## config.mk

```make
export PLATFORM = sky130hd
export DESIGN_NAME = lcd_display_top
export DESIGN_NICKNAME = d
export VERILOG_FILES = /design/src/source/lcd_pkg.sv /design/src/source/lcd_bus_arbiter.sv /design/src/source/lcd_char_ctrl.sv /design/src/source/lcd_display_top.sv /design/src/source/lcd_msg_writer.sv
export SDC_FILE = /design/constraint.sdc
export NUM_CORES = 1
export LEC_CHECK = 0
export BUFFER_PORTS_ARGS = -buffer_cell sky130_fd_sc_hd__buf_2
export CORE_MARGIN = 3
export CORE_UTILIZATION = 40
export CTS_CLUSTER_DIAMETER = 150
export DETAILED_ROUTE_END_ITERATION = 16
export GPL_TIMING_DRIVEN = 0
export SETUP_SLACK_MARGIN = 0.2
export SLEW_MARGIN = 10
export SYNTH_ARGS = -nofsm -noshare
export SYNTH_HDL_FRONTEND = slang
export SYNTH_SLANG_ARGS = --single-unit
```

## constraint.sdc

```tcl
create_clock -name clk -period 1.69 [get_ports clk]
set_input_delay 0.169 -clock clk [delete_from_list [all_inputs] [get_ports clk]]
set_output_delay 0.169 -clock clk [all_outputs]
set_load 0.01 [all_outputs]
```

## src/source/lcd_pkg.sv

```systemverilog
// lcd package: mode and byte types, LCD command codes, filter message texts
`default_nettype none

package lcd_pkg;

	// filter mode from the board switches
	// 00 colour, 01 blur, 10 brightness, 11 edge detect
	typedef logic [1:0] lcd_mode_t;

	// one command or character byte on the LCD bus
	typedef logic [7:0] lcd_byte_t;

	localparam int MSG_LEN = 16; // characters per message, one full line

	// controller commands, sent with register select low
	localparam lcd_byte_t CMD_CLEAR      = 8'h01; // clear display
	localparam lcd_byte_t CMD_HOME_LINE1 = 8'h80; // ddram addr 0, start of line one

	// one line of text, element 0 is the leftmost character
	typedef lcd_byte_t [0:MSG_LEN-1] lcd_msg_t;

	// message per mode, space padded out to MSG_LEN
	// row index follows lcd_mode_t encoding
	localparam lcd_msg_t MSG_TEXT [0:3] = '{
		"COLOUR FILTER   ", // mode 00
		"BLUR FILTER     ", // mode 01
		"BRIGHTNESS      ", // mode 10
		"EDGE DETECT     "  // mode 11
	};

endpackage

`default_nettype wire

```

## src/source/lcd_bus_arbiter.sv

```systemverilog
// lcd bus arbiter: restarts writers on mode change, routes the selected writer to the controller
`timescale 1ns/1ns
`default_nettype none

module lcd_bus_arbiter (
	input  logic                 clk,
	input  logic                 reset_i,
	input  lcd_pkg::lcd_mode_t   mode_i,
	output logic                 restart_o,
	// writer 0, colour
	input  logic                 chipselect0_i,
	input  logic                 write0_i,
	input  logic                 address0_i,
	input  lcd_pkg::lcd_byte_t   writedata0_i,
	output logic                 wait0_o,
	// writer 1, blur
	input  logic                 chipselect1_i,
	input  logic                 write1_i,
	input  logic                 address1_i,
	input  lcd_pkg::lcd_byte_t   writedata1_i,
	output logic                 wait1_o,
	// writer 2, brightness
	input  logic                 chipselect2_i,
	input  logic                 write2_i,
	input  logic                 address2_i,
	input  lcd_pkg::lcd_byte_t   writedata2_i,
	output logic                 wait2_o,
	// writer 3, edge detect
	input  logic                 chipselect3_i,
	input  logic                 write3_i,
	input  logic                 address3_i,
	input  lcd_pkg::lcd_byte_t   writedata3_i,
	output logic                 wait3_o,
	// shared side towards the controller
	output logic                 cs_o,
	output logic                 wr_o,
	output logic                 addr_o,
	output lcd_pkg::lcd_byte_t   wdata_o,
	input  logic                 waitrequest_i
);

	lcd_pkg::lcd_mode_t mode_q0;  // mode one cycle back
	lcd_pkg::lcd_mode_t mode_q1;  // mode two cycles back
	logic [1:0]         post_rst; // stretches restart two cycles past reset
	logic               sel_cs;   // chipselect of the selected writer

	// two-stage history, so a change gives two cycles of restart
	always_ff @(posedge clk) begin
		if (reset_i) begin
			mode_q0  <= mode_i; // history matches mode at reset
			mode_q1  <= mode_i;
			post_rst <= 2'b11;
		end else begin
			mode_q0  <= mode_i;
			mode_q1  <= mode_q0;
			post_rst <= {post_rst[0], 1'b0};
		end
	end

	assign restart_o = reset_i || post_rst[1] || (mode_q1 != mode_i);

	// mux the writer picked by the current mode
	always_comb begin
		unique case (mode_i)
			2'd0: begin
				sel_cs  = chipselect0_i;
				wr_o    = write0_i;
				addr_o  = address0_i;
				wdata_o = writedata0_i;
			end
			2'd1: begin
				sel_cs  = chipselect1_i;
				wr_o    = write1_i;
				addr_o  = address1_i;
				wdata_o = writedata1_i;
			end
			2'd2: begin
				sel_cs  = chipselect2_i;
				wr_o    = write2_i;
				addr_o  = address2_i;
				wdata_o = writedata2_i;
			end
			default: begin // mode 3
				sel_cs  = chipselect3_i;
				wr_o    = write3_i;
				addr_o  = address3_i;
				wdata_o = writedata3_i;
			end
		endcase
	end

	assign cs_o = sel_cs && !restart_o; // nothing reaches the LCD mid restart

	// only the selected writer sees the real wait, the rest stall
	assign wait0_o = (mode_i != 2'd0) || waitrequest_i;
	assign wait1_o = (mode_i != 2'd1) || waitrequest_i;
	assign wait2_o = (mode_i != 2'd2) || waitrequest_i;
	assign wait3_o = (mode_i != 2'd3) || waitrequest_i;

endmodule

`default_nettype wire

```

## src/source/lcd_char_ctrl.sv

```systemverilog
// character lcd controller: turns each bus write into register select, data and enable timing
`timescale 1ns/1ns
`default_nettype none

module lcd_char_ctrl #(
	parameter int EN_CYCLES   = 4, // enable pulse width in clocks, at least 1
	parameter int HOLD_CYCLES = 6  // wait after enable falls before next write
) (
	input  logic                 clk,
	input  logic                 reset_i,
	input  logic                 chipselect_i,
	input  logic                 write_i,
	input  logic                 address_i,    // 0 command, 1 character data
	input  lcd_pkg::lcd_byte_t   writedata_i,
	output logic                 waitrequest_o,
	output lcd_pkg::lcd_byte_t   lcd_data_o,
	output logic                 lcd_rs_o,
	output logic                 lcd_en_o
);

	// counter sized for the longer of the two phases
	localparam int MAX_CYCLES = (EN_CYCLES > HOLD_CYCLES) ? EN_CYCLES : HOLD_CYCLES;
	localparam int CNT_W      = $clog2(MAX_CYCLES + 1);

	localparam logic [CNT_W-1:0] EN_LOAD   = CNT_W'(EN_CYCLES - 1);
	localparam logic [CNT_W-1:0] HOLD_LOAD = CNT_W'((HOLD_CYCLES > 0) ? HOLD_CYCLES - 1 : 0);

	typedef enum logic [1:0] {
		ST_IDLE,   // ready, waitrequest low
		ST_SETUP,  // rs and data settle before enable
		ST_ENABLE, // enable high
		ST_HOLD    // enable low, LCD still busy
	} state_t;

	state_t           state;
	logic [CNT_W-1:0] cnt;    // cycles left in the current phase
	logic             accept; // write taken this cycle

	assign accept = (state == ST_IDLE) && chipselect_i && write_i;

	always_ff @(posedge clk) begin
		if (reset_i) begin
			state      <= ST_IDLE;
			cnt        <= '0;
			lcd_rs_o   <= 1'b0;
			lcd_data_o <= '0;
		end else begin
			unique case (state)
				ST_IDLE: begin
					if (accept) begin
						lcd_rs_o   <= address_i;   // address bit is register select
						lcd_data_o <= writedata_i; // held until next accepted write
						state      <= ST_SETUP;
					end
				end
				ST_SETUP: begin
					state <= ST_ENABLE; // one cycle of setup before enable rises
					cnt   <= EN_LOAD;
				end
				ST_ENABLE: begin
					if (cnt == '0) begin
						if (HOLD_CYCLES > 0) begin
							state <= ST_HOLD;
							cnt   <= HOLD_LOAD;
						end else begin
							state <= ST_IDLE; // no hold time configured
						end
					end else begin
						cnt <= cnt - 1'b1;
					end
				end
				ST_HOLD: begin
					if (cnt == '0)
						state <= ST_IDLE;
					else
						cnt <= cnt - 1'b1;
				end
			endcase
		end
	end

	// busy from the cycle after acceptance until hold time ends
	assign waitrequest_o = (state != ST_IDLE);

	// enable straight from the state register, EN_CYCLES wide
	assign lcd_en_o = (state == ST_ENABLE);

endmodule

`default_nettype wire

```

## src/source/lcd_display_top.sv

```systemverilog
// lcd display top: four filter message writers, mode arbiter and the character lcd controller
`timescale 1ns/1ns
`default_nettype none

module lcd_display_top #(
	parameter int EN_CYCLES   = 4, // enable pulse width
	parameter int HOLD_CYCLES = 6  // busy time after enable
) (
	input  logic                 clk,
	input  logic                 reset_i,
	input  lcd_pkg::lcd_mode_t   mode_i,
	output lcd_pkg::lcd_byte_t   lcd_data_o,
	output logic                 lcd_rs_o,
	output logic                 lcd_en_o
);

	logic               restart;               // from arbiter to all writers
	logic [3:0]         w_cs;                  // per writer bus signals
	logic [3:0]         w_wr;
	logic [3:0]         w_addr;
	logic [3:0]         w_wait;
	lcd_pkg::lcd_byte_t w_data [0:3];
	logic               cs, wr, addr, waitreq; // shared bus to controller
	lcd_pkg::lcd_byte_t wdata;

	// one writer per filter mode, row picked by loop index
	for (genvar i = 0; i < 4; i++) begin : g_writer
		lcd_msg_writer #(
			.MSG_SEL (i)
		) writer_inst (
			.clk           (clk),
			.restart_i     (restart),
			.waitrequest_i (w_wait[i]),
			.chipselect_o  (w_cs[i]),
			.write_o       (w_wr[i]),
			.address_o     (w_addr[i]),
			.writedata_o   (w_data[i])
		);
	end

	lcd_bus_arbiter arbiter_inst (
		.clk           (clk),
		.reset_i       (reset_i),
		.mode_i        (mode_i),
		.restart_o     (restart),
		.chipselect0_i (w_cs[0]),
		.write0_i      (w_wr[0]),
		.address0_i    (w_addr[0]),
		.writedata0_i  (w_data[0]),
		.wait0_o       (w_wait[0]),
		.chipselect1_i (w_cs[1]),
		.write1_i      (w_wr[1]),
		.address1_i    (w_addr[1]),
		.writedata1_i  (w_data[1]),
		.wait1_o       (w_wait[1]),
		.chipselect2_i (w_cs[2]),
		.write2_i      (w_wr[2]),
		.address2_i    (w_addr[2]),
		.writedata2_i  (w_data[2]),
		.wait2_o       (w_wait[2]),
		.chipselect3_i (w_cs[3]),
		.write3_i      (w_wr[3]),
		.address3_i    (w_addr[3]),
		.writedata3_i  (w_data[3]),
		.wait3_o       (w_wait[3]),
		.cs_o          (cs),
		.wr_o          (wr),
		.addr_o        (addr),
		.wdata_o       (wdata),
		.waitrequest_i (waitreq)
	);

	// controller only sees the board reset, a restart lets the pin transfer finish
	lcd_char_ctrl #(
		.EN_CYCLES   (EN_CYCLES),
		.HOLD_CYCLES (HOLD_CYCLES)
	) ctrl_inst (
		.clk           (clk),
		.reset_i       (reset_i),
		.chipselect_i  (cs),
		.write_i       (wr),
		.address_i     (addr),
		.writedata_i   (wdata),
		.waitrequest_o (waitreq),
		.lcd_data_o    (lcd_data_o),
		.lcd_rs_o      (lcd_rs_o),
		.lcd_en_o      (lcd_en_o)
	);

endmodule

`default_nettype wire

```

## src/source/lcd_msg_writer.sv

```systemverilog
// lcd message writer: sends clear, home and one filter's sixteen characters as bus writes
`timescale 1ns/1ns
`default_nettype none

module lcd_msg_writer #(
	parameter int MSG_SEL = 0 // row of MSG_TEXT to send
) (
	input  logic                 clk,
	input  logic                 restart_i,     // acts as reset, restarts the message
	input  logic                 waitrequest_i, // back-pressure from arbiter
	output logic                 chipselect_o,
	output logic                 write_o,
	output logic                 address_o,     // 0 command, 1 character data
	output lcd_pkg::lcd_byte_t   writedata_o
);

	localparam int IDX_W = $clog2(lcd_pkg::MSG_LEN);
	localparam logic [IDX_W-1:0] LAST_IDX = IDX_W'(lcd_pkg::MSG_LEN - 1);

	typedef enum logic [1:0] {
		ST_CLEAR, // clear command pending
		ST_HOME,  // cursor home pending
		ST_CHARS, // walking the message text
		ST_DONE   // whole line written, wait for restart
	} state_t;

	state_t           state;
	logic [IDX_W-1:0] char_idx; // next character to send
	logic             cs_q;     // registered chipselect
	logic             accepted; // current item taken by the slave

	// transfer completes on an edge with cs high and no wait
	assign accepted = cs_q && !waitrequest_i;

	always_ff @(posedge clk) begin
		if (restart_i) begin
			state    <= ST_CLEAR;
			char_idx <= '0;
			cs_q     <= 1'b0; // bus released while restarting
		end else begin
			cs_q <= (state != ST_DONE); // raise cs the cycle after restart drops
			if (accepted) begin
				unique case (state)
					ST_CLEAR: state <= ST_HOME;
					ST_HOME: begin
						state    <= ST_CHARS;
						char_idx <= '0;
					end
					ST_CHARS: begin
						if (char_idx == LAST_IDX) begin
							state <= ST_DONE;
							cs_q  <= 1'b0; // drop cs right after the last char
						end else begin
							char_idx <= char_idx + 1'b1;
						end
					end
					ST_DONE: state <= ST_DONE; // cs already low here
				endcase
			end
		end
	end

	// write is only ever issued together with chipselect
	assign chipselect_o = cs_q;
	assign write_o      = cs_q;

	// register select: commands first, then text
	assign address_o = (state == ST_CHARS);

	// byte for the current item, held steady until accepted
	always_comb begin
		unique case (state)
			ST_CLEAR: writedata_o = lcd_pkg::CMD_CLEAR;
			ST_HOME:  writedata_o = lcd_pkg::CMD_HOME_LINE1;
			default:  writedata_o = lcd_pkg::MSG_TEXT[MSG_SEL][char_idx]; // chars, done
		endcase
	end

endmodule

`default_nettype wire

```

==> flow_summary.ini <==
[clocking]
cts-root-buf = clkbuf_8
numCtsBuffers = 5
cts_tree = done
clkTransAtPathRegs_ns = 0.10
cts.htree.levels = 2
clock-sinks = 48
clk_latency_ns = 0.31
clk_path_buf_depth = 2

[grt]
grt_pass1_wl_mm = 13.7
grt_max_degree = 17
antenna_found_initial = 0
gr-total-overflow = 0
grt_use_total_pct = 19.3
first_global_vias = 2872

[flow_run]
maxCapViolCount = 0

[critical_path]
r2r_slack_ns = -0.12
critPathArrivalTime_ns = 2.04
crit_chain = inv_2, ha_4, nor4bb_4, buf_4, nand4_1, or3_1, a221oi_2
required_ns = 1.92
path_buf_inv = 2
end_kind = flop
slowest_stage = or3_1
r2r-start = ctrl_inst.state[0]$_SDFFE_PP0P_
crit_path_start_kind = flop
r2r_cells = 7
cp_top_family = simple AND/OR/NAND/NOR gates
r2r-end = g_writer[0].writer_inst.char_idx[3]$_SDFFE_PP0P_
startpoint = ctrl_inst.state[0]$_SDFFE_PP0P_
cp.depth = 7
endpoint = g_writer[0].writer_inst.char_idx[3]$_SDFFE_PP0P_
crit_type = flop to flop
crit_path_max_incr_delay_ns = 0.41
critPathMaxFanout = 5

[synth]
synth_top_area_share_pct = 31.1
ys_seq_area_share_pct = 31.1
synth_async_sr_flop_share_pct = 0
synthTopCellsByArea = dfxtp_1, ha_1, a21oi_1, nor2_1, mux2i_1
syn_nets = 407
synth_edf_count = 0
synth_warnings = 0
syn_inst = 374
ys_ff_latch = 48
yosysMostFrequentCell = dfxtp_1
synth_area_per_cell_um2 = 8.25
ys.flop_type = dfxtp_1
synth_cell_types = 53
synth_common_cells = dfxtp_1, nor2_1, a21oi_1
synth_area_um2 = 3090
synth.largest_area_cell = dfxtp_1

[floorplan]
core_area_um2 = 7370
design.die.area_um2 = 8810
dieWidth_um = 93.8
io_pins = 14
num_rows = 31
die_y_um = 93.8
start_util_pct = 41.9

[drt]
dr_total_vias = 3014
wirelength_mm = 8.74
antenna_left = 0
vias_per_cell = 5.52
drt-initial-drc-count = 252
drcViolationCount = 0
drtPass1Iterations = 4
wl_per_cell_um = 16.0

[sta]
setup-violations-final = 3
relSlewSlack_pct = 61.2
period_minus_slack_ns = 1.81
fin_tns_setup_ns = -0.224
setup_ws_ns = -0.121
rsz0062_at_grt = yes
fmax_mhz = 552
tightest_slew_ns = 0.583
skew_ns = 0.00694
hold_viol = 0
worst_hold_slack_ns = 0.0625
period_share_pct = 107
drv_slew = 0

[finish]
area_growth_pct = 44.9
multi_input_area_um2 = 2520
fillers = 622
utilization_pct = 60.7
nets = 479
register_area_um2 = 1010
antennaDiodeCount = 0
finalNonFillerCells = 546
drive_gt1_share_pct = 48.1

[placed_design]
dp.cells = 486
numPortBuffers = 13
hpwl_mm = 5.64
place_congestion = 0.888

[power]
finalPower_mw = 2.50
power.density_nw_per_um2 = 560
irDropWorstVdd_uv = 362
leakage_nw = 1.60

[status]
status = finished with violations
violations = setup timing

[min_path]
worstHoldPathType = primary input to flop
area by class of cell:
cell class	instances	area share, %
Tap cell	99	2.77
Clock inverter	3	0.504
Buffer	19	2.88
Sequential cell	48	22.6
Multi-Input combinational cell	285	56.3
Inverter	22	2.07
Timing Repair Buffer	65	11.4
Clock buffer	5	1.54
state kept, by name (all words and copies together), names as in the netlist:
register and cells:
arbiter_inst.mode_q0 2, ctrl_inst.lcd_data_o 8, ctrl_inst.lcd_rs_o 1, g_writer.writer_inst.chipselect_o 4
ctrl_inst.state 2, ctrl_inst.cnt 3, g_writer.writer_inst.state 8, arbiter_inst.post_rst 2
arbiter_inst.mode_q1 2, g_writer.writer_inst.char_idx 16
repair_timing:
item,in CTS,in global routing
endpoints found under the setup margin,37,36
pin swaps,21,34
gates resized for setup,101,85
setup buffers,37,14
hold endpoints to repair,1,0
hold buffers,1,0
worst min path at each step:
stage / end / cells past startpoint / from
global placement: arbiter_inst.post_rst[0]$_DFF_P_ / 1 / reset_i
finish: arbiter_inst.mode_q0[1]$_DFF_P_ / 1 / mode_i[1]
CTS: arbiter_inst.mode_q0[0]$_DFF_P_ / 1 / mode_i[0]
floorplan: arbiter_inst.mode_q0[0]$_DFF_P_ / 0 / mode_i[0]
global route: arbiter_inst.mode_q0[1]$_DFF_P_ / 1 / mode_i[1]
detailed placement: arbiter_inst.post_rst[0]$_DFF_P_ / 1 / reset_i
per-stage QoR:
stage               instance area [µm²]  worst slack [ns]
global route                       4470            -0.209
CTS                                4040           -0.0107
detailed placement                 3310            -0.312
finish                             4470            -0.121
floorplan                          3120            0.0458
global placement                   3310            -0.330
metal layers:
layer | vias to the layer above | share of wire, % | global-route usage [%]
met3 | 16 | 5.0 | 4.09
li1 | 1493 | - | -
met5 | - | 0 | 0
met2 | 66 | 49 | 31.8
met1 | 1439 | 44 | 25.6
met4 | 0 | 1.6 | 5.29
layout by cell type (no fill, tap or decap), types with 7 or more instances in the layout:
cell / n
a21oi_2: 9
inv_1: 9
buf_6: 11
clkbuf_8: 7
nor2b_4: 7
buf_4: 44
o21ai_0: 10
nor3_1: 11
nor2_1: 30
dfxtp_2: 9
a211oi_1: 7
ha_4: 8
nand2_1: 19
buf_2: 17
nand3_1: 14
nand2b_1: 10
a21oi_1: 23
dfxtp_1: 29
dfxtp_4: 10
mux2i_1: 11
ha_1: 17
inv_2: 9
logic make-up (layout without fill, tap and decap cells):
kind of cell / after synthesis / in the layout / share of synthesized area [%]
AOI/OAI and AO/OA: 93 / 93 / 20.2
and+or+nand+nor: 140 / 140 / 22.7
DFF: 48 / 48 / 31.1
xor gates and xnor gates: 5 / 5 / 1.42
adders and majority gates: 29 / 29 / 11.8
buffers and inverters: 41 / 114 / 5.51
muxes: 18 / 18 / 7.22
power breakdown:
group          internal [mW]  switching, mW
Clock                  0.295          0.429
Sequential              1.17         0.0333
Combinational          0.287          0.291
Power figures use the tool's default switching activity.
